===== src/source/soc_pkg.sv =====
// SoC memory and timer package
// Address map, packed address views, internal request/response and AXI4-Lite bundles
package soc_pkg;

  localparam int unsigned ADDR_W     = 16;
  localparam int unsigned DATA_W     = 64;
  localparam int unsigned STRB_W     = DATA_W / 8;
  localparam int unsigned NUM_BANKS  = 4;
  localparam int unsigned BANK_WORDS = 256;
  localparam int unsigned NUM_IRQ    = 4;

  localparam int unsigned BANK_IDX_W = $clog2(NUM_BANKS);
  localparam int unsigned WORD_IDX_W = $clog2(BANK_WORDS);
  localparam int unsigned CSR_IDX_W  = 3;

  // Timer CSR indices
  localparam logic [CSR_IDX_W-1:0] CSR_MTIME    = 3'd0;
  localparam logic [CSR_IDX_W-1:0] CSR_MTIMECMP = 3'd1;
  localparam logic [CSR_IDX_W-1:0] CSR_MINTEN   = 3'd2;
  localparam logic [CSR_IDX_W-1:0] CSR_SINTEN   = 3'd3;
  localparam logic [CSR_IDX_W-1:0] CSR_IRQ_PEND = 3'd4;
  localparam logic [CSR_IDX_W-1:0] NUM_CSR      = 3'd5;  // First unmapped index

  localparam logic [1:0] RESP_OKAY   = 2'b00;
  localparam logic [1:0] RESP_SLVERR = 2'b10;

  // Region bit 15 is shared by both views, 0 = RAM, 1 = timer CSRs
  typedef struct packed {
    logic                  region;
    logic [1:0]            unused;
    logic [WORD_IDX_W-1:0] word;
    logic [BANK_IDX_W-1:0] bank;  // Word-interleaved banks
    logic [2:0]            offset;
  } ram_addr_t;

  typedef struct packed {
    logic                 region;
    logic [8:0]           unused;
    logic [CSR_IDX_W-1:0] reg_idx;
    logic [2:0]           offset;
  } csr_addr_t;

  typedef union packed {
    ram_addr_t ram;
    csr_addr_t csr;
  } soc_addr_u;

  typedef struct packed {
    logic              write;
    soc_addr_u         addr;
    logic [DATA_W-1:0] wdata;
    logic [STRB_W-1:0] strb;
  } mem_req_t;

  typedef struct packed {
    logic [DATA_W-1:0] rdata;
    logic              err;
  } mem_rsp_t;

  // Master-driven side
  typedef struct packed {
    logic              awvalid;
    logic [ADDR_W-1:0] awaddr;
    logic              wvalid;
    logic [DATA_W-1:0] wdata;
    logic [STRB_W-1:0] wstrb;
    logic              bready;
    logic              arvalid;
    logic [ADDR_W-1:0] araddr;
    logic              rready;
  } axil_req_t;

  // Slave-driven side
  typedef struct packed {
    logic              awready;
    logic              wready;
    logic              bvalid;
    logic [1:0]        bresp;
    logic              arready;
    logic              rvalid;
    logic [DATA_W-1:0] rdata;
    logic [1:0]        rresp;
  } axil_rsp_t;

  // Byte-lane merge used by every byte-writable register or word
  function automatic logic [DATA_W-1:0] merge_bytes(input logic [DATA_W-1:0] old_word,
                                                    input logic [DATA_W-1:0] new_word,
                                                    input logic [STRB_W-1:0] strb);
    logic [DATA_W-1:0] res;
    res = old_word;
    for (int b = 0; b < STRB_W; b++) begin
      if (strb[b]) res[b*8 +: 8] = new_word[b*8 +: 8];
    end
    return res;
  endfunction

endpackage


===== src/source/rsp_stage.sv =====
// Response pipeline stage
// Merges the one-hot target responses into one registered response
`timescale 1ns/1ps

module rsp_stage import soc_pkg::*; (
  input  logic                           clk_i,
  input  logic                           rst_ni,
  input  logic     [NUM_BANKS-1:0]       bank_valid_i,
  input  mem_rsp_t [NUM_BANKS-1:0]       bank_rsp_i,
  input  logic                           csr_valid_i,
  input  mem_rsp_t                       csr_rsp_i,
  output logic                           rsp_valid_o,
  output mem_rsp_t                       rsp_o
);

  mem_rsp_t rsp_d;
  mem_rsp_t rsp_q;
  logic     rsp_valid_q;

  // At most one valid is high, so an AND-OR merge is enough
  always_comb begin
    rsp_d = csr_valid_i ? csr_rsp_i : '0;
    for (int b = 0; b < NUM_BANKS; b++) begin
      if (bank_valid_i[b]) rsp_d = rsp_d | bank_rsp_i[b];
    end
  end

  always_ff @(posedge clk_i or negedge rst_ni) begin
    if (!rst_ni) rsp_valid_q <= 1'b0;
    else         rsp_valid_q <= csr_valid_i || (|bank_valid_i);
  end

  always_ff @(posedge clk_i) begin
    rsp_q <= rsp_d;
  end

  assign rsp_valid_o = rsp_valid_q;
  assign rsp_o       = rsp_q;

endmodule


===== config.mk =====
export PLATFORM = sky130hd
export DESIGN_NAME = rsp_stage
export DESIGN_NICKNAME = d
export VERILOG_FILES = /design/src/source/soc_pkg.sv /design/src/source/rsp_stage.sv
export SDC_FILE = /design/constraint.sdc
export NUM_CORES = 1
export LEC_CHECK = 0
export ABC_AREA = 1
export BUFFER_PORTS_ARGS = -buffer_cell sky130_fd_sc_hd__buf_2
export CELL_PAD_IN_SITES_DETAIL_PLACEMENT = 0
export CELL_PAD_IN_SITES_GLOBAL_PLACEMENT = 1
export CORE_AREA = 2 2 154 156
export CTS_BUF_LIST = sky130_fd_sc_hd__clkbuf_8
export CTS_CLUSTER_SIZE = 8
export DETAILED_ROUTE_END_ITERATION = 8
export DIE_AREA = 0 0 156 158
export HOLD_SLACK_MARGIN = 0.12
export PLACE_DENSITY = 0.72
export REMOVE_ABC_BUFFERS = 1
export SLEW_MARGIN = 40
export SYNTH_ARGS = -nofsm -noshare
export SYNTH_HDL_FRONTEND = slang
export SYNTH_SLANG_ARGS = --single-unit

===== constraint.sdc =====
create_clock -name clk_i -period 0.8 [get_ports clk_i]
set_input_delay 0.12 -clock clk_i [delete_from_list [all_inputs] [get_ports clk_i]]
set_output_delay 0.12 -clock clk_i [all_outputs]
set_load 0.01 [all_outputs]

==> results of run 1 <==
==> per-stage QoR <==
step | hold slack, ns | instances
global placement | -0.102 | 1482
detailed placement | -0.101 | 1482
floorplan | -0.176 | 784
==> synth_stat cells <==
| cell | instances | area [µm²] |
|---|---|---|
| dfxtp_1 | 65 | 1300 |
| inv_1 | 130 | 488 |
| dfrtp_1 | 1 | 25.0 |
| nand2_1 | 521 | 1960 |
| buf_2 | 10 | 50.1 |
| nor2_1 | 66 | 248 |
| buf_4 | 25 | 188 |
| nor3_1 | 1 | 5.00 |
==> kinds of logic after synthesis <==
family	share of synthesized area [%]
simple gates	51.8
flops	31.1
buf+inv	17.0
==> metrics.txt, run 1 <==
Die X=156 µm; Port Buf Inserts=397; mapped cell area=4260 µm²; hold buffers post-CTS=300; sequential area share after synthesis=31.1%; Max H-tree Level=3; Die Height=158 µm; FP Rows=56; # Post-CTS Setup Buffers=0; post-CTS sizing=38; CTS Sinks=66; Synth cell types=8; num ports=398; post-synthesis cell count=819; Setup Slack @ Placement=-0.115 ns; Initial Util=18.5%; Yosys reg bits=66; Detail Placement HPWL=15300 µm; CTS Buffer Depth=2; CTS Root Cell=clkbuf_8; placed cell areas=6580 µm²; status=aborted with a tool error; Failed at=clock tree synthesis (4_1_cts); Synth warnings=0; Run Error=[ERROR RSZ-0060] Max buffer count reached.; Placer Congestion=0.855; synthesized area per cell=5.20 µm²; Num CTS Buffers=9
==> run 2: changes to the inputs <==
- CELL_PAD_IN_SITES_DETAIL_PLACEMENT: 0 -> default
- CELL_PAD_IN_SITES_GLOBAL_PLACEMENT: 1 -> default
- CTS_BUF_LIST: sky130_fd_sc_hd__clkbuf_8 -> default
- CTS_CLUSTER_SIZE: 8 -> default
- HOLD_SLACK_MARGIN: 0.12 -> default
- PLACE_DENSITY: 0.72 -> default
- PLACE_DENSITY_LB_ADDON: default -> 0.15
- clock period: 0.8 -> 1 ns (I/O delays scaled with it)
==> run 2 against run 1 <==
  * Synthesized cell count unchanged
  * Area after synthesis unchanged
  * The run now ends clean
==> metrics.txt, run 2 <==
Peak Freq=1.04 GHz; Slowest-stage cell, CP=dfrtp_1; CP startpoint=rsp_valid_o; FP Rows=56 (unchanged); CTS tree=built; initial antenna violation count=3; Synth top area share=45.9% (unchanged); Setup Viol. Count Final=0; number of flip-flops in the largest register=65; vias in the first global route=5387; largest cells by area after synthesis=nand2_1 46%, dfxtp_1 31%, inv_1 11%; fin crit share=96.5%; Required @ worst endpoint=0.85 ns; setup TNS=0 ns; Lkg Pwr=4.68 nW; Routed wire per std cell=12.3 µm; critical path launch point type=flip-flop; mapped cell area=4260 µm² (unchanged); crit-path cells=buf_2; Slew Viols, Final=0; nets=1543; Die X=156 µm (unchanged); Yosys reg bits=66 (unchanged); Worst-path clk slew=0.06 ns; first-pass GRT wire length=27200 µm; slew margin rel.=75.2%; CTS Sinks=66 (unchanged); sequential area share after synthesis=31.1% (unchanged); Num CTS Buffers=9 (unchanged); layout cells sized above 1=35.6%; FFs w/ async S/R, synth=1.52% (unchanged); WS Path Type=flip-flop to output pin; global router's overall resource usage=14.4%; Detail Placement HPWL=15300 µm (-0.16%); worst hold stages=5; critical path depth=1; via count=5622; status=completed; Core Footprint=23100 µm²; gr ovfl total=0; Worst Hold Class=input port to flip-flop; Worst path max stage delay=0.35 ns; largest delay contributor family on the critical path=flip-flops; ys flop type=dfxtp_1; CTS Buffer Depth=2 (unchanged); Max H-tree Level=3 (unchanged); cell with the most instances after synthesis=nand2_1; commonest non-fill, non-tap cell in the layout=nand2_1; Crit path arrival time=0.82 ns; drt first-iter violations=210; Final ANT Viol Nets=0; top cells by count, synth=521 x nand2_1, 130 x inv_1, 66 x nor2_1; critical path peak fanout=1; Tmin final=0.965 ns; synth-to-layout area growth=62.5%; most frequent cells in the layout=521 x nand2_1, 395 x buf_2, 130 x inv_1; Final Hold Fails=0; Worst Tran Pin Value=0.373 ns; Initial Util=18.5% (unchanged); Routed WL=18500 µm; Synth cell types=8 (unchanged); crit end category=output pin; num ports=398 (unchanged); RSZ-0062 raised after global routing=false; Port Buf Inserts=397 (unchanged); Post-synth EDFFs=0 (unchanged); drt pass-1 iters=4; Synth warnings=0 (unchanged); Synth area leader=nand2_1; DR vias/cell=3.73; post-route cell area=6920 µm²; worst vdd ir=0.000463 V; placed cell areas=6600 µm² (+0.23%); synthesized area per cell=5.20 µm² (unchanged); largest net degree at the start of global routing=38; drc violations=0; Placer Congestion=0.809 (-5.4%); Setup crit end=rsp_valid_o; Die Height=158 µm (unchanged); Pwr Density=1200 nW/µm²; post-synthesis cell count=819 (unchanged); # Post-CTS Setup Buffers=0 (unchanged); Buf+Inv Stages, Crit Path=1; FILL cells=2728; die area=24600 µm²; maxcap violations=0; CTS Root Cell=clkbuf_16
run 2: cell counts after synthesis:
No cell type changed its count.
run 2: kinds of logic (layout without fill, tap and decap cells):
| group | count (synthesis) | in the layout | synth area share, % |
|---|---|---|---|
| AND/OR/NAND/NOR | 588 | 588 | 51.8 |
| flip-flops | 66 | 66 | 31.1 |
| other | 0 | 3 | 0 |
| buffers and inverters | 165 | 561 | 17.0 |
run 2: what timing repair did:
item	4_1_cts	5_1_grt
gates resized for setup	4	1
cloned	0	0
hold endpoints to repair	1	0
setup endpoints to repair	3	1
hold buffers	1	0
run 2: how the worst min path moves through the flow:
stage,start,to,slack [ns]
after global placement,rst_ni,rsp_valid_o,-0.08
after global routing,csr_rsp_i[19],rsp_o[19],0.07
after CTS,bank_rsp_i[190],rsp_o[60],0.04
after detailed placement,rst_ni,rsp_valid_o,-0.07
final,bank_rsp_i[190],rsp_o[60],0.07
after floorplan,rst_ni,rsp_valid_o,-0.15
run 2: layout make-up:
class                           count  area (µm²)  area share (%)
Inverter                          130         488            7.05
Sequential cell                    66        1330            19.2
Antenna cell                        3        7.51           0.108
Timing Repair Buffer              416        2230            32.2
Tap cell                          290         363            5.24
Clock inverter                      4        52.6           0.759
Clock buffer                       11         243            3.51
Multi-Input combinational cell    588        2210            31.9
run 2: power by group:
group	switching [mW]	internal [mW]	leakage, nW	total (mW)
clock network	1.28	1.99	0.134	3.26
registers	0.0503	2.85	0.551	2.90
logic	1.11	1.03	4.00	2.14
run 2: stage by stage:
step	utilization (%)	power (mW)	worst slack, ns	hold slack, ns	cells
2_1_floorplan	-	3.79	0.474	-0.146	784
3_3_place_gp	28.6	5.13	0.0256	-0.0751	1489
3_5_place_dp	28.6	5.13	0.0141	-0.0715	1489
4_1_cts	30.0	8.50	0.00166	0.0444	1505
5_1_grt	30.0	8.88	0.00350	0.0705	1507
6_report	30.0	8.31	0.0347	0.0659	1508
run 2: layer usage:
layer	track usage, %	vias up	wire, µm
met5	0	-	0
met4	6.47	0	528
met3	4.35	29	1540
met2	26.3	227	9190
met1	15.3	2277	7250
li1	-	3089	-
No activity file was read; power rests on OpenSTA's default activity.
