===== src/source/soc_pkg.sv =====
// SoC memory and timer package
// Address map, packed address views, internal request/response and AXI4-Lite bundles
package soc_pkg;

  localparam int unsigned ADDR_W     = 16;
  localparam int unsigned DATA_W     = 64;
  localparam int unsigned STRB_W     = DATA_W / 8;
  localparam int unsigned NUM_BANKS  = 4;
  localparam int unsigned BANK_WORDS = 256;
  localparam int unsigned NUM_IRQ    = 4;

  localparam int unsigned BANK_IDX_W = $clog2(NUM_BANKS);
  localparam int unsigned WORD_IDX_W = $clog2(BANK_WORDS);
  localparam int unsigned CSR_IDX_W  = 3;

  // Timer CSR indices
  localparam logic [CSR_IDX_W-1:0] CSR_MTIME    = 3'd0;
  localparam logic [CSR_IDX_W-1:0] CSR_MTIMECMP = 3'd1;
  localparam logic [CSR_IDX_W-1:0] CSR_MINTEN   = 3'd2;
  localparam logic [CSR_IDX_W-1:0] CSR_SINTEN   = 3'd3;
  localparam logic [CSR_IDX_W-1:0] CSR_IRQ_PEND = 3'd4;
  localparam logic [CSR_IDX_W-1:0] NUM_CSR      = 3'd5;  // First unmapped index

  localparam logic [1:0] RESP_OKAY   = 2'b00;
  localparam logic [1:0] RESP_SLVERR = 2'b10;

  // Region bit 15 is shared by both views, 0 = RAM, 1 = timer CSRs
  typedef struct packed {
    logic                  region;
    logic [1:0]            unused;
    logic [WORD_IDX_W-1:0] word;
    logic [BANK_IDX_W-1:0] bank;  // Word-interleaved banks
    logic [2:0]            offset;
  } ram_addr_t;

  typedef struct packed {
    logic                 region;
    logic [8:0]           unused;
    logic [CSR_IDX_W-1:0] reg_idx;
    logic [2:0]           offset;
  } csr_addr_t;

  typedef union packed {
    ram_addr_t ram;
    csr_addr_t csr;
  } soc_addr_u;

  typedef struct packed {
    logic              write;
    soc_addr_u         addr;
    logic [DATA_W-1:0] wdata;
    logic [STRB_W-1:0] strb;
  } mem_req_t;

  typedef struct packed {
    logic [DATA_W-1:0] rdata;
    logic              err;
  } mem_rsp_t;

  // Master-driven side
  typedef struct packed {
    logic              awvalid;
    logic [ADDR_W-1:0] awaddr;
    logic              wvalid;
    logic [DATA_W-1:0] wdata;
    logic [STRB_W-1:0] wstrb;
    logic              bready;
    logic              arvalid;
    logic [ADDR_W-1:0] araddr;
    logic              rready;
  } axil_req_t;

  // Slave-driven side
  typedef struct packed {
    logic              awready;
    logic              wready;
    logic              bvalid;
    logic [1:0]        bresp;
    logic              arready;
    logic              rvalid;
    logic [DATA_W-1:0] rdata;
    logic [1:0]        rresp;
  } axil_rsp_t;

  // Byte-lane merge used by every byte-writable register or word
  function automatic logic [DATA_W-1:0] merge_bytes(input logic [DATA_W-1:0] old_word,
                                                    input logic [DATA_W-1:0] new_word,
                                                    input logic [STRB_W-1:0] strb);
    logic [DATA_W-1:0] res;
    res = old_word;
    for (int b = 0; b < STRB_W; b++) begin
      if (strb[b]) res[b*8 +: 8] = new_word[b*8 +: 8];
    end
    return res;
  endfunction

endpackage


===== src/source/axil_slave_port.sv =====
// AXI4-Lite slave port
// Takes one read or write at a time, issues it inward as a single request pulse
// and holds the returned response on B or R until the master accepts it
`timescale 1ns/1ps

module axil_slave_port import soc_pkg::*; (
  input  logic      clk_i,
  input  logic      rst_ni,
  input  axil_req_t axil_req_i,
  output axil_rsp_t axil_rsp_o,
  output logic      req_valid_o,
  output mem_req_t  req_o,
  input  logic      rsp_valid_i,
  input  mem_rsp_t  rsp_i
);

  typedef enum logic [1:0] {
    ST_IDLE,
    ST_WAIT,
    ST_RESP
  } state_e;

  state_e            state_q;
  logic              aw_take;
  logic              ar_take;
  logic              is_read_q;
  logic              req_valid_q;
  mem_req_t          req_q;
  logic              bvalid_q;
  logic              rvalid_q;
  logic [DATA_W-1:0] rdata_q;
  logic [1:0]        resp_q;
  logic              rsp_done;

  // AW and W are taken together, a write wins over a read in the same cycle
  assign aw_take = (state_q == ST_IDLE) && axil_req_i.awvalid && axil_req_i.wvalid;
  assign ar_take = (state_q == ST_IDLE) && axil_req_i.arvalid && !aw_take;

  assign rsp_done = (bvalid_q && axil_req_i.bready) || (rvalid_q && axil_req_i.rready);

  always_ff @(posedge clk_i or negedge rst_ni) begin
    if (!rst_ni) begin
      state_q     <= ST_IDLE;
      is_read_q   <= 1'b0;
      req_valid_q <= 1'b0;
      bvalid_q    <= 1'b0;
      rvalid_q    <= 1'b0;
    end else begin
      req_valid_q <= aw_take || ar_take;  // One-cycle pulse
      case (state_q)
        ST_IDLE: begin
          if (aw_take || ar_take) begin
            state_q   <= ST_WAIT;
            is_read_q <= ar_take;
          end
        end
        ST_WAIT: begin
          if (rsp_valid_i) begin
            state_q  <= ST_RESP;
            bvalid_q <= !is_read_q;
            rvalid_q <= is_read_q;
          end
        end
        ST_RESP: begin
          if (rsp_done) begin
            state_q  <= ST_IDLE;
            bvalid_q <= 1'b0;
            rvalid_q <= 1'b0;
          end
        end
        default: state_q <= ST_IDLE;
      endcase
    end
  end

  // Request and response payload
  always_ff @(posedge clk_i) begin
    if (aw_take) begin
      req_q.write <= 1'b1;
      req_q.addr  <= soc_addr_u'(axil_req_i.awaddr);
      req_q.wdata <= axil_req_i.wdata;
      req_q.strb  <= axil_req_i.wstrb;
    end else if (ar_take) begin
      req_q.write <= 1'b0;
      req_q.addr  <= soc_addr_u'(axil_req_i.araddr);
      req_q.wdata <= '0;
      req_q.strb  <= '0;
    end
    if (state_q == ST_WAIT && rsp_valid_i) begin
      rdata_q <= rsp_i.rdata;
      resp_q  <= rsp_i.err ? RESP_SLVERR : RESP_OKAY;
    end
  end

  assign req_valid_o = req_valid_q;
  assign req_o       = req_q;

  always_comb begin
    axil_rsp_o         = '0;
    axil_rsp_o.awready = aw_take;
    axil_rsp_o.wready  = aw_take;
    axil_rsp_o.arready = ar_take;
    axil_rsp_o.bvalid  = bvalid_q;
    axil_rsp_o.bresp   = resp_q;
    axil_rsp_o.rvalid  = rvalid_q;
    axil_rsp_o.rdata   = rdata_q;
    axil_rsp_o.rresp   = resp_q;
  end

endmodule


===== config.mk =====
export PLATFORM = sky130hd
export DESIGN_NAME = axil_slave_port
export DESIGN_NICKNAME = d
export VERILOG_FILES = /design/src/source/soc_pkg.sv /design/src/source/axil_slave_port.sv
export SDC_FILE = /design/constraint.sdc
export NUM_CORES = 1
export LEC_CHECK = 0
export BUFFER_PORTS_ARGS = -buffer_cell sky130_fd_sc_hd__buf_2
export CAP_MARGIN = 15
export CORE_MARGIN = 8
export CORE_UTILIZATION = 35
export DETAILED_ROUTE_END_ITERATION = 10
export GPL_TIMING_DRIVEN = 1
export PLACE_DENSITY_LB_ADDON = 0.08
export SYNTH_ARGS = -nofsm -noshare
export SYNTH_HDL_FRONTEND = slang
export SYNTH_SLANG_ARGS = --single-unit

===== constraint.sdc =====
create_clock -name clk_i -period 5.4 [get_ports clk_i]
set_clock_uncertainty 0.15 [all_clocks]
set_input_delay 0.81 -clock clk_i [delete_from_list [all_inputs] [get_ports clk_i]]
set_output_delay 0.81 -clock clk_i [all_outputs]
set_load 0.05 [all_outputs]

==> summary.txt <==
Placed design
  – Dpl cells: 836
  – Port Buf Inserts: 337
  – Final RePlAce weighted congestion: between 0.8 and 0.9
  – DPL Wire Length: 12600 um

Pwr
  – Pwr Density: 582 nW/um^2
  – VDD IR max: 0.215 mV
  – Pleak: 3.63 nW
  – Post-layout total power: 4.77 mW

Final layout
  – Area Growth Syn to Fin: 42.4%
  – Final #Nets: 812
  – Most frequent cells in the layout: buf_2 (337), edfxtp_1 (153), and2_1 (72)
  – Most common cell after layout, fill and taps aside: buf_2
  – Final Non-Filler Cells: 869
  – Register area: between 4000 and 5000 sq um
  – Multi-input logic area: 853 sq um
  – Fillers: 1475
  – Share of layout cells above drive strength 1: 60.3%

Setup path
  – CP max stage cell: buf_4
  – Data required time at the worst endpoint: 4.44 ns
  – Crit-path max cell delay: 0.50 ns
  – Crit-path max FO: 76
  – Worst path arrival time: 2.40 ns
  – Worst setup SP type: register
  – Critical Path Sink Type: output pin
  – CP Class: reg2out
  – Critical path cell sequence: nor2_4 > nand3_4 > inv_2 > buf_4 > buf_2

Synthesis
  – Largest family of logic cells by synthesized area: simple AND/OR/NAND/NOR gates
  – Dominant cells by area after synthesis: edfxtp_1 (80%), and2_1 (7.8%), dfrtp_1 (2.6%)
  – Seq/Total Area, Yosys: 82.7%
  – Avg Inst Size Synth: ~20 sq um
  – Yosys warnings: 0
  – Main flop type after synthesis: edfxtp_1
  – Post-synth top area share: between 70% and 80%
  – Xor-xnor portion of the synthesized cell area: 0%
  – Post-synth top area cell: edfxtp_1
  – Post-synth ARST share: 3.75%
  – Cell area after synthesis: 5760 sq um
  – #FFs+latches synth: 160
  – Mux contribution to synthesized area: 3.71%
  – Mapped Cells: 293
  – Simple-gate share of the synthesized area: 9.49%
  – Cell variety after synth: 26
  – Compound-gate portion of the synthesized area: 1.22%
  – Synthesized-area fraction occupied by adder cells: 0%
  – Post-synth EDFFs: 153

STA
  – Fmax: roughly 300 MHz
  – Setup_tns: 0 ns
  – Final worst path period share: 62.3%
  – Final Max Slew Viols: 0
  – Least-Margin Pin Slew: between 0.8 and 0.9 ns
  – Final hold slack: around 0.059 ns
  – Slew headroom: 45.3%
  – RSZ-0062 raised after global routing: no
  – Final hold vios: 0
  – Min Tclk post-route: 3.36 ns
  – Setup violations, final: 0

Outcome
  – Status: finished, final reports clean

Global route
  – Vias in the first global route: 3939
  – First-pass GRT wire length: about 22000 um
  – Pin count of the biggest net entering global routing: 77
  – Initial antenna violation count: 2
  – Total grt overflow: 0
  – Gr usage total: between 10% and 20%

Clock network
  – CTS clk-pin slew, worst paths: 0.06 ns
  – Clk sinks: 160
  – Clk buf depth: 2
  – Total CTS buffers: 17
  – Hold buffer count at cts: 0
  – Root buf cell: clkbuf_16
  – Post-CTS Setup Bufs: 0
  – Post-CTS Resized: 0
  – CTS tree: done
  – Worst-Skew Late Latency: 0.41 ns
  – CTS HTree Levels: 4

Die
  – Die H: between 100 and 150 um
  – Die area: about 21000 sq um
  – DIE WIDTH: ~140 um
  – Io pins: 340
  – Core area: 16300 sq um
  – Initial Util: a little over a third
  – Rows: 47

Drt
  – Vias: 3720
  – Total Routed Length: 16200 um
  – DRT iter0 DRCs: 130
  – Drt via density: around 4.3
  – DRC: 0
  – DR pass1 iterations: 4
  – Post-DRT Antenna Nets: 0
  – Mean routed wirelength per cell: 18.6 um

Run
  – Max-Cap Viols: 0

Worst hold path
  – Hold Path Class: in2async
## worst max-delay path, delay by kind of cell, from the launching register on
kind	cells	cell delay, ns
simple gates	2	0.50
buf+inv	3	0.99
flops	1	0.47
## per-stage QoR
| step | setup slack, ns | cell area [sq um] | utilization (%) |
|---|---|---|---|
| detailed placement | 2.15 | 7610 | 46.5 |
| floorplan | 1.14 | 5770 | - |
| CTS | 1.96 | 8210 | 50.2 |
| global placement | 2.17 | 7610 | 46.5 |
| global route | 1.83 | 8210 | 50.2 |
| finish | 2.04 | 8210 | 50.2 |
## report_power, final
group          leakage (nW)  internal [mW]  switching (mW)
registers              1.54           1.76          0.0912
clock network         0.290          0.732           0.474
logic                  1.80          0.320            1.39
## cell type report
type / count / area share, %
clock inverter: 12 / 1.94
sequential: 160 / 58.0
multi-input combinational: 114 / 10.4
inverter: 2 / 0.0915
timing repair buffer: 340 / 20.8
tap: 220 / 3.35
antenna: 1 / 0.0305
clock buffer: 20 / 5.32
## logic make-up (layout without fill, tap and decap cells)
kind of cell           Yosys count  count (layout)
DFF                            160             160
muxes                           16              16
buffers and inverters           20             374
AOI/OAI and AO/OA               10              10
and+or+nand+nor                 86              86
other                            1               3
## final timing paths
check	cells after the start	end	start	slack (ns)
setup / recovery	5	axil_rsp_o[72]	state_q[0]	2.04
setup reg to reg	4	req_o[21]	state_q[0]	2.66
hold reg to reg	1	req_o[88]	req_o[88]	0.31
hold / removal	1	req_valid_o	rst_ni	0.06
max in group asynchronous	1	state_q[1]	rst_ni	4.89
min in group clk_i	1	req_o[88]	req_o[88]	0.31
## synthesized netlist by cell type (all sizes together), types with 2 or more instances
master,number
nand2,2
buf,16
nand3,2
edfxtp,153
clkbuf,2
inv,2
a21o,2
a211o,2
a21oi,3
nand2b,2
mux2,16
nor2,3
dfrtp,6
and3,3
and2,72
a211oi,2
## state kept, by name, summed over array words and instances (netlist names)
name         cells
state_q          2
rvalid_q         1
is_read_q        1
req_o           89
req_valid_o      1
bvalid_q         1
resp_q           1
rdata_q         64
## per-layer routing
| metal | track usage (%) | routed length (um) | share of wire [%] |
|---|---|---|---|
| met4 | 6.13 | 261 | 1.6 |
| met3 | 8.78 | 2380 | 15 |
| met2 | 25.2 | 8170 | 51 |
| met1 | 14.5 | 5350 | 33 |
| met5 | 0 | 8 | 0.049 |
(Power assumes the default switching activity.)
