$ cat src/source/soc_pkg.sv
// SoC memory and timer package
// Address map, packed address views, internal request/response and AXI4-Lite bundles
package soc_pkg;

  localparam int unsigned ADDR_W     = 16;
  localparam int unsigned DATA_W     = 64;
  localparam int unsigned STRB_W     = DATA_W / 8;
  localparam int unsigned NUM_BANKS  = 4;
  localparam int unsigned BANK_WORDS = 256;
  localparam int unsigned NUM_IRQ    = 4;

  localparam int unsigned BANK_IDX_W = $clog2(NUM_BANKS);
  localparam int unsigned WORD_IDX_W = $clog2(BANK_WORDS);
  localparam int unsigned CSR_IDX_W  = 3;

  // Timer CSR indices
  localparam logic [CSR_IDX_W-1:0] CSR_MTIME    = 3'd0;
  localparam logic [CSR_IDX_W-1:0] CSR_MTIMECMP = 3'd1;
  localparam logic [CSR_IDX_W-1:0] CSR_MINTEN   = 3'd2;
  localparam logic [CSR_IDX_W-1:0] CSR_SINTEN   = 3'd3;
  localparam logic [CSR_IDX_W-1:0] CSR_IRQ_PEND = 3'd4;
  localparam logic [CSR_IDX_W-1:0] NUM_CSR      = 3'd5;  // First unmapped index

  localparam logic [1:0] RESP_OKAY   = 2'b00;
  localparam logic [1:0] RESP_SLVERR = 2'b10;

  // Region bit 15 is shared by both views, 0 = RAM, 1 = timer CSRs
  typedef struct packed {
    logic                  region;
    logic [1:0]            unused;
    logic [WORD_IDX_W-1:0] word;
    logic [BANK_IDX_W-1:0] bank;  // Word-interleaved banks
    logic [2:0]            offset;
  } ram_addr_t;

  typedef struct packed {
    logic                 region;
    logic [8:0]           unused;
    logic [CSR_IDX_W-1:0] reg_idx;
    logic [2:0]           offset;
  } csr_addr_t;

  typedef union packed {
    ram_addr_t ram;
    csr_addr_t csr;
  } soc_addr_u;

  typedef struct packed {
    logic              write;
    soc_addr_u         addr;
    logic [DATA_W-1:0] wdata;
    logic [STRB_W-1:0] strb;
  } mem_req_t;

  typedef struct packed {
    logic [DATA_W-1:0] rdata;
    logic              err;
  } mem_rsp_t;

  // Master-driven side
  typedef struct packed {
    logic              awvalid;
    logic [ADDR_W-1:0] awaddr;
    logic              wvalid;
    logic [DATA_W-1:0] wdata;
    logic [STRB_W-1:0] wstrb;
    logic              bready;
    logic              arvalid;
    logic [ADDR_W-1:0] araddr;
    logic              rready;
  } axil_req_t;

  // Slave-driven side
  typedef struct packed {
    logic              awready;
    logic              wready;
    logic              bvalid;
    logic [1:0]        bresp;
    logic              arready;
    logic              rvalid;
    logic [DATA_W-1:0] rdata;
    logic [1:0]        rresp;
  } axil_rsp_t;

  // Byte-lane merge used by every byte-writable register or word
  function automatic logic [DATA_W-1:0] merge_bytes(input logic [DATA_W-1:0] old_word,
                                                    input logic [DATA_W-1:0] new_word,
                                                    input logic [STRB_W-1:0] strb);
    logic [DATA_W-1:0] res;
    res = old_word;
    for (int b = 0; b < STRB_W; b++) begin
      if (strb[b]) res[b*8 +: 8] = new_word[b*8 +: 8];
    end
    return res;
  endfunction

endpackage

$ cat src/source/timer_irq.sv
// Timer and interrupt block
// Free-running mtime, mtimecmp compare and machine/supervisor interrupt masks,
// all reachable as CSRs, with registered interrupt outputs
`timescale 1ns/1ps

module timer_irq import soc_pkg::*; (
  input  logic               clk_i,
  input  logic               rst_ni,
  input  logic               req_valid_i,
  input  mem_req_t           req_i,
  output logic               rsp_valid_o,
  output mem_rsp_t           rsp_o,
  input  logic [NUM_IRQ-1:0] irq_src_i,
  output logic               mtip_o,
  output logic               meip_o,
  output logic               seip_o
);

  logic [DATA_W-1:0]    mtime_q;
  logic [DATA_W-1:0]    mtimecmp_q;
  logic [DATA_W-1:0]    minten_q;
  logic [DATA_W-1:0]    sinten_q;
  logic [CSR_IDX_W-1:0] csr_idx;
  logic                 wr_en;
  logic                 csr_err;
  logic [DATA_W-1:0]    rd_data;
  logic                 rsp_valid_q;
  mem_rsp_t             rsp_q;
  logic                 mtip_q;
  logic                 meip_q;
  logic                 seip_q;

  assign csr_idx = req_i.addr.csr.reg_idx;
  assign wr_en   = req_valid_i && req_i.write;
  assign csr_err = csr_idx >= NUM_CSR;

  always_comb begin
    case (csr_idx)
      CSR_MTIME:    rd_data = mtime_q;
      CSR_MTIMECMP: rd_data = mtimecmp_q;
      CSR_MINTEN:   rd_data = minten_q;
      CSR_SINTEN:   rd_data = sinten_q;
      CSR_IRQ_PEND: rd_data = {{(DATA_W-NUM_IRQ){1'b0}}, irq_src_i};  // Raw sources
      default:      rd_data = '0;
    endcase
  end

  always_ff @(posedge clk_i or negedge rst_ni) begin
    if (!rst_ni) begin
      mtime_q     <= '0;
      mtimecmp_q  <= '1;  // No timer interrupt out of reset
      minten_q    <= '0;
      sinten_q    <= '0;
      rsp_valid_q <= 1'b0;
      mtip_q      <= 1'b0;
      meip_q      <= 1'b0;
      seip_q      <= 1'b0;
    end else begin
      mtime_q <= mtime_q + 1'b1;
      if (wr_en && csr_idx == CSR_MTIME) begin
        mtime_q <= merge_bytes(mtime_q, req_i.wdata, req_i.strb);
      end
      if (wr_en && csr_idx == CSR_MTIMECMP) begin
        mtimecmp_q <= merge_bytes(mtimecmp_q, req_i.wdata, req_i.strb);
      end
      if (wr_en && csr_idx == CSR_MINTEN) begin
        minten_q <= merge_bytes(minten_q, req_i.wdata, req_i.strb);
      end
      if (wr_en && csr_idx == CSR_SINTEN) begin
        sinten_q <= merge_bytes(sinten_q, req_i.wdata, req_i.strb);
      end
      rsp_valid_q <= req_valid_i;
      // Level interrupts, one cycle behind the state
      mtip_q <= mtime_q >= mtimecmp_q;
      meip_q <= |(irq_src_i & minten_q[NUM_IRQ-1:0]);
      seip_q <= |(irq_src_i & sinten_q[NUM_IRQ-1:0]);
    end
  end

  always_ff @(posedge clk_i) begin
    if (req_valid_i) begin
      rsp_q.rdata <= rd_data;  // Zero for unmapped indices
      rsp_q.err   <= csr_err;
    end
  end

  assign rsp_valid_o = rsp_valid_q;
  assign rsp_o       = rsp_q;
  assign mtip_o      = mtip_q;
  assign meip_o      = meip_q;
  assign seip_o      = seip_q;

endmodule

$ cat config.mk
export PLATFORM = sky130hd
export DESIGN_NAME = timer_irq
export DESIGN_NICKNAME = d
export VERILOG_FILES = /design/src/source/soc_pkg.sv /design/src/source/timer_irq.sv
export SDC_FILE = /design/constraint.sdc
export NUM_CORES = 1
export LEC_CHECK = 0
export BUFFER_PORTS_ARGS = -buffer_cell sky130_fd_sc_hd__buf_2
export CAP_MARGIN = 10
export CORE_MARGIN = 2
export CORE_UTILIZATION = 44
export CTS_CLUSTER_SIZE = 28
export DETAILED_ROUTE_END_ITERATION = 10
export GPL_TIMING_DRIVEN = 0
export PLACE_DENSITY = 0.65
export SLEW_MARGIN = 20
export SYNTH_ARGS = -nofsm -noshare
export SYNTH_HDL_FRONTEND = slang
export SYNTH_SLANG_ARGS = --single-unit
$ cat constraint.sdc
create_clock -name clk_i -period 7.4 [get_ports clk_i]
set_input_delay 1.85 -clock clk_i [delete_from_list [all_inputs] [get_ports clk_i]]
set_output_delay 1.85 -clock clk_i [all_outputs]
set_load 0.1 [all_outputs]
==> flow_summary.yaml <==
die:
  initial_standard_cell_utilization_of_the_core: 0.447
  die_w_um: 197
  die-height_um: 197
  floorplan.rows: 70
  fp.dieArea_mm2: 0.0388
  io-pin-count: 165
  area_inside_the_core_boundary_mm2: 0.0366
cts:
  cts_buf_count: 38
  post_cts.repair.setup_buffers: 0
  worst_skew_pair.late_latency_ps: 540
  post_cts_resized: 0
  tritoncts: "built"
  cts.hold.buffers_added: 0
  cts_buffer_depth: 3
  h-tree-depth: 2
  clk_transition_reported_paths_ps: 60
  cts_num_sinks: 325
  buffer_cell_driving_the_clock_tree_root: "sky130_fd_sc_hd__clkbuf_16"
setup_path:
  critPathBufInv: 4
  cp_cell_sequence: "buf_4 > buf_12 > nand2_1 > nor2_1 > clkbuf_1 > buf_1 > nand2_1 > o211ai_1 > o311ai_0"
  critPathMaxFanout: 35
  setup.worst_path.end_class: "flop"
  worstSetupPathType: "in -> reg"
  dominant_delay_contributor_by_cell_family_on_the_critical_path: "buffers and inverters"
  required_time_worst_endpoint_ps: 7780
  cp_data_arrival_time_ps: 5350
  start_kind: "input pin"
  cpMostUsedCell: "sky130_fd_sc_hd__nand2_1"
  delay_of_the_slowest_cell_on_the_worst_path_ps: 680
  critical_path.slowest_cell: "sky130_fd_sc_hd__buf_1"
timing:
  grt_setup_unrepaired: "false"
  final_max_slew_viol_count: 0
  timing.max_slew.rel_slack: 0.201
  finalWorstPathRequiredPeriod_ps: 4980
  final.setup_skew_ps: 13.5
  hold_viol: 0
  final-setup-viol-count: 0
  fmax_mhz: 201
  post-route-period-util: 0.672
  finalWorstSetupSlack_ps: 2420
  worst_hold_slack_ps: 491
  fin_tns_setup_ps: 0
  timing_worst_slew_pin_value_ps: 1200
global_routing:
  antenna_found_initial: 3
  grt_max_degree: 91
  track_usage: 0.275
  overflow: 0
  first_pass_grt_wire_length_um: 80100
  vias_in_the_first_global_route: 13100
cells_and_area:
  num-nets-final: 1811
  drive_above_1_share: 0.293
  instances_no_fill: 2151
  syn_to_final_growth_pct: 16.9
  utilization: 0.523
  final_area_mm2: 0.0191
synthesis:
  yosys_most_used_dff: "sky130_fd_sc_hd__dfrtp_1"
  synth_area_leader_cell: "sky130_fd_sc_hd__dfrtp_1"
  postSynthNetCount: 1621
  synth_cell_type_count: 57
  yosys_warnings: 0
  synthArstFlopShare: 0.800
  synth_sequential_area_ratio: 0.521
  number_of_enable_flip_flop_cells_after_synthesis: 65
  postSynthRegisterBits: 325
  syn_inst: 1460
  post_synth_main_area_contributors: "sky130_fd_sc_hd__dfrtp_1 (30%), sky130_fd_sc_hd__mux2_2 (13%), sky130_fd_sc_hd__edfxtp_1 (12%)"
  synth_largest_type_area_fraction: 0.299
  synthesis.area_mm2: 0.0164
  synth.avg_cell_area_um2: 11.2
route:
  vias: 13200
  initialDrtViolationCount: 1151
  drc_violation_count_after_routing: 0
  remaining_antenna_violation_count_after_routing: 0
  total_routed_wirelength_um: 53000
  drt-pass1-iter-count: 6
  routedWlPerCell_um: 24.6
  route.detailed.vias_per_inst: 6.13
outcome:
  outcome: "finished, final reports clean"
placed_design:
  place_inst: 2078
  dp_hpwl_um: 37400
  port_buffers: 141
  place_area_mm2: 0.0178
  routability_congestion_estimate: 0.986
  placement.setup.worst_slack_ps: 2040
power_and_ir_drop:
  fin_total_pwr_mw: 5.88
  power_per_unit_of_standard_cell_area_mw_per_mm2: 307
  power.static_leakage_nw: 8.27
  ir_worst_vdd_v: 0.000169
min_path:
  min_path_type: "reg -> reg"
run:
  cap_viol_max_count: 0
[cell usage after synthesis, drive strengths merged, types with 5 or more instances]
| master | n |
|---|---|
| nor3 | 25 |
| a211o | 10 |
| nand2 | 160 |
| nor2b | 5 |
| nor4 | 17 |
| o21a | 14 |
| nand3 | 40 |
| o21ai | 32 |
| dfstp | 64 |
| and4 | 9 |
| a21oi | 63 |
| dfrtp | 196 |
| a311oi | 6 |
| and3 | 10 |
| mux2 | 189 |
| or3 | 7 |
| a211oi | 14 |
| edfxtp | 65 |
| clkbuf | 55 |
| a21o | 8 |
| ha | 65 |
| inv | 75 |
| nand4 | 37 |
| or4 | 14 |
| o22a | 8 |
| a22oi | 125 |
| nor2 | 73 |
| a221o | 5 |
| nand2b | 5 |
| mux2i | 8 |
| and2 | 10 |
| o221a | 10 |
[worst register-to-register path: stages (launching register included)]
cell	delay, ps
sky130_fd_sc_hd__dfrtp_1	470
sky130_fd_sc_hd__and3_1	250
sky130_fd_sc_hd__clkbuf_1	410
sky130_fd_sc_hd__nand4_1	570
sky130_fd_sc_hd__or2_2	580
sky130_fd_sc_hd__or4_2	730
sky130_fd_sc_hd__o22a_1	200
sky130_fd_sc_hd__o21a_1	100
[cell type report]
type | count | area (um^2)
diodes | 3 | 7.51
plain buffers | 58 | 220
clock buffers | 53 | 1110
clock inverters | 17 | 170
fillers | 3289 | 17500
inverters | 75 | 282
multi-input cells | 1002 | 7370
flip-flops and latches | 325 | 8540
well taps | 468 | 586
repair buffers | 150 | 858
[worst paths after layout]
| kind | from | endpoint | slack, ps | depth (start not counted) |
|---|---|---|---|---|
| min reg2reg | sinten_q[43]$_DFFE_PN0P_ | sinten_q[43]$_DFFE_PN0P_ | 490 | 2 |
| min in group asynchronous | rst_ni | sinten_q[23]$_DFFE_PN0P_ | 1240 | 1 |
| min | sinten_q[43]$_DFFE_PN0P_ | sinten_q[43]$_DFFE_PN0P_ | 490 | 2 |
| max | req_valid_i | mtime_q[29]$_DFFE_PN0P_ | 2420 | 9 |
| max in group asynchronous | rst_ni | mtimecmp_q[53]$_DFFE_PN1P_ | 4980 | 3 |
| max reg2reg | mtime_q[2]$_DFFE_PN0P_ | mtime_q[38]$_DFFE_PN0P_ | 3980 | 7 |
[state kept, by name, indices dropped and copies added (netlist names)]
name         flops
rsp_o           65
mtimecmp_q      64
mtime_q         64
minten_q        64
meip_o           1
rsp_valid_o      1
sinten_q        64
seip_o           1
mtip_o           1
[kinds of logic (layout without fill, tap and decap cells)]
kind of cell             count (synthesis)  after routing  synth area share
AND/OR/NAND/NOR                        419            419             0.125
multiplexers                           197            197             0.135
adder cells (fa/ha/maj)                 65             65            0.0497
AO/OA/AOI/OAI                          321            321             0.138
buffers and inverters                  133            353            0.0306
flip-flops                             325            325             0.521
other                                    0              3                 0
[power breakdown]
group          total [mW]  internal [mW]  switching, mW  leakage [nW]
registers            2.55           2.23          0.326          3.72
clock network        1.92           1.16          0.759         0.629
logic                1.41          0.526          0.880          3.92
total                5.88           3.92           1.96          8.27
[placed cells by master, fill, tap and decap left out, drive strengths merged, types with 4 or more instances in the layout]
| cell | n |
|---|---|
| nand3 | 40 |
| nor2b | 5 |
| o21ai | 32 |
| edfxtp | 65 |
| buf | 153 |
| nand4 | 37 |
| and4 | 9 |
| and3 | 10 |
| dfstp | 64 |
| mux2 | 189 |
| mux2i | 8 |
| a21oi | 63 |
| ha | 65 |
| o22ai | 4 |
| and2 | 10 |
| or4 | 14 |
| a221o | 5 |
| inv | 77 |
| o221a | 10 |
| or3 | 7 |
| clkbuf | 108 |
| dfrtp | 196 |
| nand2b | 5 |
| nor3 | 25 |
| a211oi | 14 |
| a22oi | 125 |
| clkinv | 10 |
| nand2 | 160 |
| a311oi | 6 |
| o21a | 14 |
| nor2 | 73 |
| a21o | 8 |
| o22a | 8 |
| nor4 | 17 |
| nor3b | 4 |
| a211o | 10 |
[routing by layer]
| layer | vias to the layer above | share of wire | track usage |
|---|---|---|---|
| met4 | 2 | 0.040 | 0.123 |
| met5 | - | 0.00021 | 0 |
| li1 | 5881 | - | - |
| met2 | 590 | 0.46 | 0.428 |
| met3 | 140 | 0.082 | 0.0582 |
| met1 | 6583 | 0.42 | 0.371 |
Power figures use the tool's default switching activity.
