===== config.mk =====
export PLATFORM = sky130hd
export DESIGN_NAME = req_stage
export DESIGN_NICKNAME = d
export VERILOG_FILES = /design/src/source/soc_pkg.sv /design/src/source/req_stage.sv
export SDC_FILE = /design/constraint.sdc
export NUM_CORES = 1
export LEC_CHECK = 0
export ABC_AREA = 1
export BUFFER_PORTS_ARGS = -buffer_cell sky130_fd_sc_hd__buf_4
export CAP_MARGIN = 20
export CORE_UTILIZATION = 37
export CTS_CLUSTER_DIAMETER = 120
export DETAILED_ROUTE_END_ITERATION = 8
export PLACE_DENSITY = 0.75
export SLEW_MARGIN = 20
export SYNTH_ARGS = -nofsm -noshare
export SYNTH_HDL_FRONTEND = slang
export SYNTH_SLANG_ARGS = --single-unit

===== constraint.sdc =====
create_clock -name clk_i -period 0.8 [get_ports clk_i]
set_input_delay 0.16 -clock clk_i [delete_from_list [all_inputs] [get_ports clk_i]]
set_output_delay 0.16 -clock clk_i [all_outputs]
set_load 0.05 [all_outputs]

===== src/source/soc_pkg.sv =====
// SoC memory and timer package
// Address map, packed address views, internal request/response and AXI4-Lite bundles
package soc_pkg;

  localparam int unsigned ADDR_W     = 16;
  localparam int unsigned DATA_W     = 64;
  localparam int unsigned STRB_W     = DATA_W / 8;
  localparam int unsigned NUM_BANKS  = 4;
  localparam int unsigned BANK_WORDS = 256;
  localparam int unsigned NUM_IRQ    = 4;

  localparam int unsigned BANK_IDX_W = $clog2(NUM_BANKS);
  localparam int unsigned WORD_IDX_W = $clog2(BANK_WORDS);
  localparam int unsigned CSR_IDX_W  = 3;

  // Timer CSR indices
  localparam logic [CSR_IDX_W-1:0] CSR_MTIME    = 3'd0;
  localparam logic [CSR_IDX_W-1:0] CSR_MTIMECMP = 3'd1;
  localparam logic [CSR_IDX_W-1:0] CSR_MINTEN   = 3'd2;
  localparam logic [CSR_IDX_W-1:0] CSR_SINTEN   = 3'd3;
  localparam logic [CSR_IDX_W-1:0] CSR_IRQ_PEND = 3'd4;
  localparam logic [CSR_IDX_W-1:0] NUM_CSR      = 3'd5;  // First unmapped index

  localparam logic [1:0] RESP_OKAY   = 2'b00;
  localparam logic [1:0] RESP_SLVERR = 2'b10;

  // Region bit 15 is shared by both views, 0 = RAM, 1 = timer CSRs
  typedef struct packed {
    logic                  region;
    logic [1:0]            unused;
    logic [WORD_IDX_W-1:0] word;
    logic [BANK_IDX_W-1:0] bank;  // Word-interleaved banks
    logic [2:0]            offset;
  } ram_addr_t;

  typedef struct packed {
    logic                 region;
    logic [8:0]           unused;
    logic [CSR_IDX_W-1:0] reg_idx;
    logic [2:0]           offset;
  } csr_addr_t;

  typedef union packed {
    ram_addr_t ram;
    csr_addr_t csr;
  } soc_addr_u;

  typedef struct packed {
    logic              write;
    soc_addr_u         addr;
    logic [DATA_W-1:0] wdata;
    logic [STRB_W-1:0] strb;
  } mem_req_t;

  typedef struct packed {
    logic [DATA_W-1:0] rdata;
    logic              err;
  } mem_rsp_t;

  // Master-driven side
  typedef struct packed {
    logic              awvalid;
    logic [ADDR_W-1:0] awaddr;
    logic              wvalid;
    logic [DATA_W-1:0] wdata;
    logic [STRB_W-1:0] wstrb;
    logic              bready;
    logic              arvalid;
    logic [ADDR_W-1:0] araddr;
    logic              rready;
  } axil_req_t;

  // Slave-driven side
  typedef struct packed {
    logic              awready;
    logic              wready;
    logic              bvalid;
    logic [1:0]        bresp;
    logic              arready;
    logic              rvalid;
    logic [DATA_W-1:0] rdata;
    logic [1:0]        rresp;
  } axil_rsp_t;

  // Byte-lane merge used by every byte-writable register or word
  function automatic logic [DATA_W-1:0] merge_bytes(input logic [DATA_W-1:0] old_word,
                                                    input logic [DATA_W-1:0] new_word,
                                                    input logic [STRB_W-1:0] strb);
    logic [DATA_W-1:0] res;
    res = old_word;
    for (int b = 0; b < STRB_W; b++) begin
      if (strb[b]) res[b*8 +: 8] = new_word[b*8 +: 8];
    end
    return res;
  endfunction

endpackage


===== src/source/req_stage.sv =====
// Request pipeline stage
// Registers the issued request and decodes its target into one-hot valids
`timescale 1ns/1ps

module req_stage import soc_pkg::*; (
  input  logic                 clk_i,
  input  logic                 rst_ni,
  input  logic                 req_valid_i,
  input  mem_req_t             req_i,
  output mem_req_t             req_o,
  output logic [NUM_BANKS-1:0] bank_valid_o,
  output logic                 csr_valid_o
);

  mem_req_t             req_q;
  logic [NUM_BANKS-1:0] bank_valid_d;
  logic [NUM_BANKS-1:0] bank_valid_q;
  logic                 csr_valid_q;
  logic                 is_csr;

  assign is_csr = req_i.addr.ram.region;  // Same bit in either view

  always_comb begin
    bank_valid_d = '0;
    if (req_valid_i && !is_csr) begin
      bank_valid_d[req_i.addr.ram.bank] = 1'b1;
    end
  end

  always_ff @(posedge clk_i or negedge rst_ni) begin
    if (!rst_ni) begin
      bank_valid_q <= '0;
      csr_valid_q  <= 1'b0;
    end else begin
      bank_valid_q <= bank_valid_d;
      csr_valid_q  <= req_valid_i && is_csr;
    end
  end

  // Shared by all targets, only the selected one acts on it
  always_ff @(posedge clk_i) begin
    if (req_valid_i) begin
      req_q <= req_i;
    end
  end

  assign req_o        = req_q;
  assign bank_valid_o = bank_valid_q;
  assign csr_valid_o  = csr_valid_q;

endmodule


==> results of run 1 <==
-- area by class of cell --
class	instances	area, sq um
Clock inverter	6	86.3
Sequential cell	94	2800
Multi-Input combinational cell	10	55.1
Clock buffer	9	124
Tap cell	99	124
Timing Repair Buffer	276	2690
Inverter	4	17.5
Fill cell	354	1480
-- layout by cell type (no fill, tap or decap), drive strengths merged --
master        synthesis  final
buf                   0    187
edfxtp               89     89
dlygate4sd3           0     88
clkbuf                0      9
nand2                 6      6
dfrtp                 5      5
inv                   4      5
nor2                  4      4
clkinv                0      3
bufinv                0      2
dlymetal6s4s          0      1
-- logic make-up (layout without fill, tap and decap cells) --
kind of cell / Yosys count / after routing / synth area share
flops: 94 / 94 / 0.981
simple gates: 10 / 10 / 0.0140
buf+inv: 4 / 295 / 0.00526
-- stage by stage --
step / TNS (ns) / total power (uW)
after global routing: -30.08 / 12800
after global placement: -1.57 / 8370
after detailed placement: -1.83 / 8400
after CTS: -26.25 / 12300
after floorplan: 0 / 7350
final: -26.54 / 12400
-- flip-flops by register name, indices dropped and copies added (netlist names) --
| name | count |
|---|---|
| req_o | 89 |
| bank_valid_o | 4 |
| csr_valid_o | 1 |
-- repair_timing --
item / in CTS / in global routing
setup endpoints to repair: 94 / 96
hold buffers: 89 / 0
pin swaps: 0 / 1
resized for setup: 94 / 7
endpoints found under the hold margin: 93 / 0
-- power groups by stage --
stage / registers [uW] / clock network (uW) / logic [uW]
final: 6000 / 3390 / 3040
after global routing: 6030 / 3610 / 3110
after CTS: 5980 / 3360 / 2970
after detailed placement: 6010 / 0 / 2390
after global placement: 6000 / 0 / 2370
after floorplan: 7330 / 0 / 15.3
-- routing by layer --
| layer | wire (um) | track usage | vias up |
|---|---|---|---|
| met5 | 0 | 0 | - |
| met4 | 333 | 0.134 | 0 |
| met3 | 761 | 0.0922 | 20 |
| met2 | 5300 | 0.458 | 131 |
| met1 | 3280 | 0.241 | 1091 |
| li1 | - | - | 990 |
-- final timing paths --
path	slack (ns)	endpoint	start
min	0.03	req_o[76]	req_i[76]
min in group asynchronous	0.13	csr_valid_o	rst_ni
max	-0.35	req_o[14]	req_o[14]
max in group asynchronous	0.55	bank_valid_o[2]	rst_ni
==> impl_metrics.csv, run 1 <==
group,metric,value,unit
worst_setup_path,critPathSlowestCell,"edfxtp_1",
detailed_routing,drcViolationCount,0,
synth,synth-seq-cells,94,
final_layout,final_area,5890,sq um
final_layout,insertedDiodeCount,0,
detailed_routing,wl,9680,um
power,pwr-share-seq,0.482,
run_status,status,"finished with violations",
synth,synth_cells,108,
worst_setup_path,worstPathArrival,0.99,ns
synth,yosysMostFrequentCell,"edfxtp_1",
final_layout,drive_above_1_share,0.514,
worst_setup_path,criticalPathCategory,"flip-flop to primary output",
synth,synth-seq-area-share,0.981,
placement,routabilityCongestion,0.725,
synth,avgSynthCellArea,26.4,sq um
final_layout,stdcell_count,498,
detailed_routing,via_per_inst,4.48,
timing,rsz0062_at_grt,"yes",
timing,setup_slack,-0.353,ns
synth,synth_area_leaders,"edfxtp_1 94%, dfrtp_1 4.4%, nand2_1 0.66%",
placement,hpwl,4790,um
floorplanning,start_util,0.387,
detailed_routing,wl_per_cell,19.4,um
placement,dp_cells,395,
synth,synth_edf_count,89,
power,clkPwrFrac,0.273,
synth,synth_largest_area_cell,"edfxtp_1",
worst_setup_path,start_kind,"flip-flop",
floorplanning,die_w,89.8,um
floorplanning,fp.coreArea,7370,sq um
worst_setup_path,slowest_delay,0.44,ns
min_path,hold_depth,1,
global_route,grt-ovfl-total,0,
power,p_sw,3610,uW
power,leakage,0.00250,uW
detailed_routing,ant_nets,0,
cts,numClockSinks,94,
final_layout,syn_to_final_growth,107,%
timing,whs,0.0324,ns
worst_setup_path,path_max_fanout,1,
detailed_routing,drtIter0Drc,79,
floorplanning,ios,186,
placement,place_ws,-0.0283,ns
global_route,antenna_found_initial,0,
worst_setup_path,endpoint_kind,"primary output",
floorplanning,fp.dieArea,8060,sq um
cts,h-tree-depth,3,
detailed_routing,num_vias,2232,
worst_setup_path,crit_cells,1,
cts,cts_buffers,9,
synth,synth_async_sr_flop_share,0.0532,
synth,syn_area,2850,sq um
synth,ys.flop_type,"edfxtp_1",
worst_setup_path,path_cells,"buf_6",
worst_setup_path,crit_family,"flip-flops",
final_layout,finish.utilization,0.799,
timing,max_slew_margin,0.849,
timing,final_max_slew_viol_count,0,
cts,cts_root_buf,"clkbuf_8",
synth,yosysTopAreaCellShare,0.937,
global_route,groute.usage.overall,0.250,
cts,path_clk_slew,0.09,ns
timing,fmaxAchievable,868,MHz
worst_setup_path,worst_ep_required_time,0.64,ns
final_layout,fin_nets,487,
power,comb_power_share,0.245,
cts,cts_setup_buffers,0,
power,ir_worst_vdd,1.41,mV
floorplanning,die-height,89.8,um
cts,cts_buffer_depth,2,
global_route,grt_max_degree,33,
floorplanning,rows,31,
min_path,worstHoldPathType,"input pin to flip-flop",
placement,place_area,4430,sq um
cts,cts_tree,"done",
power,p_sw_frac,0.291,
synth,syn_nets,200,
synth,synthTopCellsByCount,"89 x edfxtp_1, 5 x dfrtp_1, 5 x nand2_1",
power,p_per_area,2110,nW/um^2
synth,synth_warnings,0,
detailed_routing,dr.pass1.iters,4,
worst_setup_path,crit_buf_inv,1,
flow_run,cap_violations,0,
timing,min_period,1.15,ns
synth,yosysUniqueCellTypes,6,
global_route,grt_pass1_wl,14300,um
timing,hold_viol,0,
power,cellInternalPower,8820,uW
timing,worst_slew_pin_slew,0.227,ns
global_route,grt_pass1_vias,2586,
timing,finalCritPeriodShare,1.44,
run_status,violations,"setup timing",
placement,numPortBuffers,185,
timing,setup_viol_count_final,94,
(Power assumes the default switching activity.)
==> run 2: changes to the inputs <==
--- a/config.mk
+++ b/config.mk
@@ -8,9 +8,11 @@
 export ABC_AREA = 1
 export BUFFER_PORTS_ARGS = -buffer_cell sky130_fd_sc_hd__buf_4
 export CAP_MARGIN = 20
+export CORE_ASPECT_RATIO = 1.75
 export CORE_UTILIZATION = 37
 export CTS_CLUSTER_DIAMETER = 120
 export DETAILED_ROUTE_END_ITERATION = 8
+export MAX_ROUTING_LAYER = met4
 export PLACE_DENSITY = 0.75
 export SLEW_MARGIN = 20
 export SYNTH_ARGS = -nofsm -noshare
==> impl_metrics.csv, run 2 (synthesis gave the netlist of run 1 again) <==
group,metric,value,unit
floorplanning,fp.coreArea,7510,sq um
timing,fmaxAchievable,897,MHz
cts,h-tree-depth,3,
floorplanning,start_util,0.380,
detailed_routing,num_vias,2145,
worst_setup_path,path_max_fanout,1,
timing,rsz0062_at_grt,"yes",
detailed_routing,drcViolationCount,0,
detailed_routing,via_per_inst,4.47,
final_layout,nFillCells,393,
global_route,grt_pass1_wl,12700,um
detailed_routing,wl,9230,um
run_status,violations,"setup timing",
final_layout,drive_above_1_share,0.518,
worst_setup_path,worstPathArrival,0.95,ns
worst_setup_path,worst_ep_required_time,0.64,ns
global_route,grt-ovfl-total,0,
floorplanning,fp.dieArea,8080,sq um
power,ir_worst_vdd,1.86,mV
timing,min_period,1.11,ns
detailed_routing,drtIter0Drc,107,
timing,setup_viol_count_final,94,
timing,max_slew_margin,0.843,
placement,numPortBuffers,185,
placement,routabilityCongestion,0.801,
floorplanning,die_w,68.4,um
final_layout,largest_register_ffs,89,
worst_setup_path,setup.worst_path.start,"req_o[44]",
worst_setup_path,critPathSlowestCell,"edfxtp_1",
min_path,worstHoldPathType,"input pin to flip-flop",
timing,finalCritPeriodShare,1.39,
timing,setup_slack,-0.314,ns
floorplanning,ios,186,
cts,cts_buffer_depth,2,
worst_setup_path,crit_cells,1,
detailed_routing,dr.pass1.iters,6,
final_layout,insertedDiodeCount,0,
timing,worst_slew_pin_slew,0.236,ns
cts,cts_tree,"done",
timing,whs,0.0156,ns
global_route,groute.usage.overall,0.245,
final_layout,layout.cells.most_common_list,"94 x buf_6, 93 x buf_4, 89 x edfxtp_1",
timing,final_max_slew_viol_count,0,
worst_setup_path,start_kind,"flip-flop",
worst_setup_path,slowest_delay,0.43,ns
run_status,status,"finished with violations",
power,leakage,0.00247,uW
detailed_routing,ant_nets,0,
global_route,antenna_found_initial,0,
floorplanning,rows,42,
timing,hold_viol,0,
cts,cts_buffers,9,
power,p_per_area,2190,nW/um^2
worst_setup_path,path_cells,"buf_6",
final_layout,finish.utilization,0.773,
flow_run,cap_violations,0,
cts,path_clk_slew,0.07,ns
cts,cts_setup_buffers,0,
worst_setup_path,endpoint,"req_o[44]",
cts,numClockSinks,94,
worst_setup_path,endpoint_kind,"primary output",
worst_setup_path,criticalPathCategory,"flip-flop to primary output",
final_layout,final_common_cell,"buf_6",
worst_setup_path,crit_buf_inv,1,
detailed_routing,wl_per_cell,19.2,um
final_layout,syn_to_final_growth,104,%
worst_setup_path,crit_family,"flip-flops",
floorplanning,die-height,118,um
cts,cts_root_buf,"clkbuf_16",
global_route,grt_max_degree,43,
final_layout,fin_nets,479,
global_route,grt_pass1_vias,2296,
placement,hpwl,5630,um
[run 2: cell count changes in the layout (fill, tap and decap cells not counted), moves of 2 or more]
| cell | delta |
|---|---|
| clkbuf_16 | +9 |
| buf_4 | +3 |
| clkinv_2 | +2 |
| bufinv_16 | -2 |
| clkbuf_1 | +2 |
| clkbuf_8 | -9 |
| dlygate4sd3_1 | -9 |
[run 2: final cells by class]
| cell class | instances | area, sq um | area share |
|---|---|---|---|
| Multi-Input combinational cell | 10 | 40.0 | 0.00689 |
| Clock buffer | 11 | 233 | 0.0401 |
| Clock inverter | 5 | 26.3 | 0.00452 |
| Tap cell | 88 | 110 | 0.0190 |
| Inverter | 4 | 15.0 | 0.00258 |
| Timing Repair Buffer | 268 | 2590 | 0.445 |
| Sequential cell | 94 | 2800 | 0.482 |
[run 2: worst min-delay path by stage]
stage                         start              end  slack (ns)  depth (start not counted)
after floorplan              rst_ni  bank_valid_o[0]       -0.14                          0
after global placement       rst_ni  bank_valid_o[1]       -0.04                          1
after detailed placement     rst_ni  bank_valid_o[3]       -0.03                          1
after CTS                 req_i[79]        req_o[79]      0.0003                          1
after global routing      req_i[11]        req_o[11]       0.003                          1
final                     req_i[35]        req_o[35]        0.02                          1
[run 2: layer usage]
layer,wire (um),up-vias,track usage
li1,-,971,-
met1,3060,1049,0.234
met2,5320,103,0.426
met3,545,22,0.0598
met4,306,0,0.128
met5,0,-,-
[run 2: through the flow]
step                      power [uW]  cells  setup slack [ns]  setup TNS [ns]  area [sq um]
after floorplan                 7350    108            0.0394               0          2850
after global placement          8360    385           -0.0603           -4.62          4410
after detailed placement        8430    385           -0.0838           -6.15          4410
after CTS                      12700    470            -0.291          -23.92          5710
after global routing           13100    480            -0.331          -26.30          5810
final                          12700    480            -0.314          -23.26          5810
[run 2: power by group]
group	internal, uW	switching [uW]	leakage, uW
clock	2080	1670	0.000127
combinational	1230	1740	0.00141
sequential	5820	197	0.000939
total	9130	3610	0.00247
[run 2: timing repair]
item	4_1_cts	5_1_grt
endpoints found under the setup margin	94	94
hold buffers	69	10
resized for setup	94	0
endpoints found under the hold margin	73	10
==> run 3: changes to the inputs <==
--- a/config.mk
+++ b/config.mk
@@ -8,12 +8,13 @@
 export ABC_AREA = 1
 export BUFFER_PORTS_ARGS = -buffer_cell sky130_fd_sc_hd__buf_4
 export CAP_MARGIN = 20
-export CORE_ASPECT_RATIO = 1.75
-export CORE_UTILIZATION = 37
+export CELL_PAD_IN_SITES_DETAIL_PLACEMENT = 0
+export CELL_PAD_IN_SITES_GLOBAL_PLACEMENT = 1
+export CORE_UTILIZATION = 29
 export CTS_CLUSTER_DIAMETER = 120
 export DETAILED_ROUTE_END_ITERATION = 8
 export MAX_ROUTING_LAYER = met4
-export PLACE_DENSITY = 0.75
+export PLACE_DENSITY_LB_ADDON = 0.1
 export SLEW_MARGIN = 20
 export SYNTH_ARGS = -nofsm -noshare
 export SYNTH_HDL_FRONTEND = slang
==> impl_metrics.csv, run 3 (synthesis gave the netlist of run 1 again) <==
group,metric,value,unit
floorplanning,ios,186,
global_route,grt-ovfl-total,0,
placement,place_area,4460,sq um
global_route,grt_pass1_wl,11300,um
final_layout,final_area,5920,sq um
placement,dp_cells,426,
floorplanning,start_util,0.304,
worst_setup_path,worstPathArrival,0.94,ns
final_layout,syn_to_final_growth,107,%
global_route,grt_max_degree,38,
timing,worst_slew_pin_slew,0.218,ns
floorplanning,die-height,101,um
global_route,antenna_found_initial,0,
worst_setup_path,endpoint_kind,"primary output",
cts,cts_root_buf,"clkbuf_8",
final_layout,final_common_cell,"buf_6",
worst_setup_path,slowest_delay,0.42,ns
power,ir_worst_vdd,1.07,mV
final_layout,fin_nets,490,
timing,finalCritPeriodShare,1.38,
power,leakage,0.00249,uW
worst_setup_path,critPathSlowestCell,"edfxtp_1",
timing,whs,0.150,ns
cts,cts_tree,"done",
power,p_per_area,2040,nW/um^2
power,p_total,12100,uW
floorplanning,fp.coreArea,9370,sq um
final_layout,multi_input_area,50.0,sq um
cts,numClockSinks,94,
timing,min_period,1.10,ns
placement,routabilityCongestion,0.666,
global_route,groute.usage.overall,0.156,
worst_setup_path,crit_buf_inv,1,
cts,path_clk_slew,0.09,ns
worst_setup_path,path_cells,"buf_6",
timing,rsz0062_at_grt,"yes",
cts,cts_buffers,9,
run_status,status,"finished with violations",
detailed_routing,wl_per_cell,14.2,um
detailed_routing,drcViolationCount,0,
timing,max_slew_margin,0.855,
final_layout,drive_above_1_share,0.519,
timing,finalSetupTns,-24.56,ns
detailed_routing,drtIter0Drc,45,
run_status,violations,"setup timing",
min_path,worstHoldPathType,"input pin to async pin",
final_layout,nFillCells,702,
worst_setup_path,path_max_fanout,1,
global_route,grt_pass1_vias,2255,
cts,h-tree-depth,3,
cts,cts_setup_buffers,0,
timing,fmaxAchievable,908,MHz
worst_setup_path,start_kind,"flip-flop",
timing,final_max_slew_viol_count,0,
cts,cts_buffer_depth,2,
detailed_routing,via_per_inst,3.98,
placement,hpwl,4770,um
floorplanning,rows,35,
placement,numPortBuffers,185,
timing,hold_viol,0,
timing,setup_slack,-0.302,ns
floorplanning,fp.dieArea,10200,sq um
timing,setup_viol_count_final,94,
detailed_routing,dr.pass1.iters,4,
worst_setup_path,crit_family,"flip-flops",
detailed_routing,wl,7550,um
detailed_routing,num_vias,2115,
flow_run,cap_violations,0,
final_layout,layout.cells.most_common_list,"94 x buf_6, 93 x buf_4, 90 x dlygate4sd3_1",
detailed_routing,ant_nets,0,
worst_setup_path,criticalPathCategory,"flip-flop to primary output",
final_layout,regArea,2800,sq um
final_layout,stdcell_count,532,
worst_setup_path,worst_ep_required_time,0.64,ns
floorplanning,die_w,101,um
final_layout,largest_register_ffs,89,
final_layout,insertedDiodeCount,0,
[run 3: cell count changes in the layout (fill, tap and decap cells not counted), sizes merged]
cell / delta
bufinv: +1
clkbuf: -2
clkinv: -1
dlygate4sd3: +11
inv: +2
[run 3: final cells by class]
type	count	share of cell area
clock buffers	9	0.0209
repair buffers	279	0.456
multi-input cells	10	0.00846
inverters	4	0.00254
well taps	129	0.0273
flip-flops and latches	94	0.473
clock inverters	7	0.0123
[run 3: routing by layer]
metal | track usage | up-vias | part of all wire
li1 | - | 996 | -
met1 | 0.180 | 994 | 0.40
met2 | 0.259 | 119 | 0.51
met3 | 0.0531 | 6 | 0.082
met4 | 0.0468 | 0 | 0.0091
met5 | - | - | 0
[run 3: worst max path at each step]
| stage | cells past startpoint | slack, ns | to | startpoint |
|---|---|---|---|---|
| floorplan | 0 | 0.04 | req_o[0] | req_o[0] |
| global placement | 2 | -0.06 | req_o[24] | req_valid_i |
| detailed placement | 2 | -0.07 | req_o[59] | req_valid_i |
| CTS | 1 | -0.32 | req_o[18] | req_o[18] |
| global route | 1 | -0.35 | req_o[18] | req_o[18] |
| finish | 1 | -0.30 | req_o[18] | req_o[18] |
[run 3: power by group]
| group | internal [uW] | switching, uW |
|---|---|---|
| registers | 5800 | 167 |
| logic | 1270 | 1710 |
| clock network | 1460 | 1650 |
| total | 8530 | 3530 |
[run 3: stage by stage]
step | setup WS [ns] | utilization
final | -0.302 | 0.632
after global routing | -0.350 | 0.632
after CTS | -0.323 | 0.630
after detailed placement | -0.0681 | 0.476
after global placement | -0.0619 | 0.476
after floorplan | 0.0394 | -
[run 3: repair_timing]
item | in CTS | in global routing
pin swaps | 0 | 2
endpoints found under the hold margin | 95 | 0
resized for setup | 94 | 5
endpoints found under the setup margin | 94 | 98
hold buffers | 90 | 0
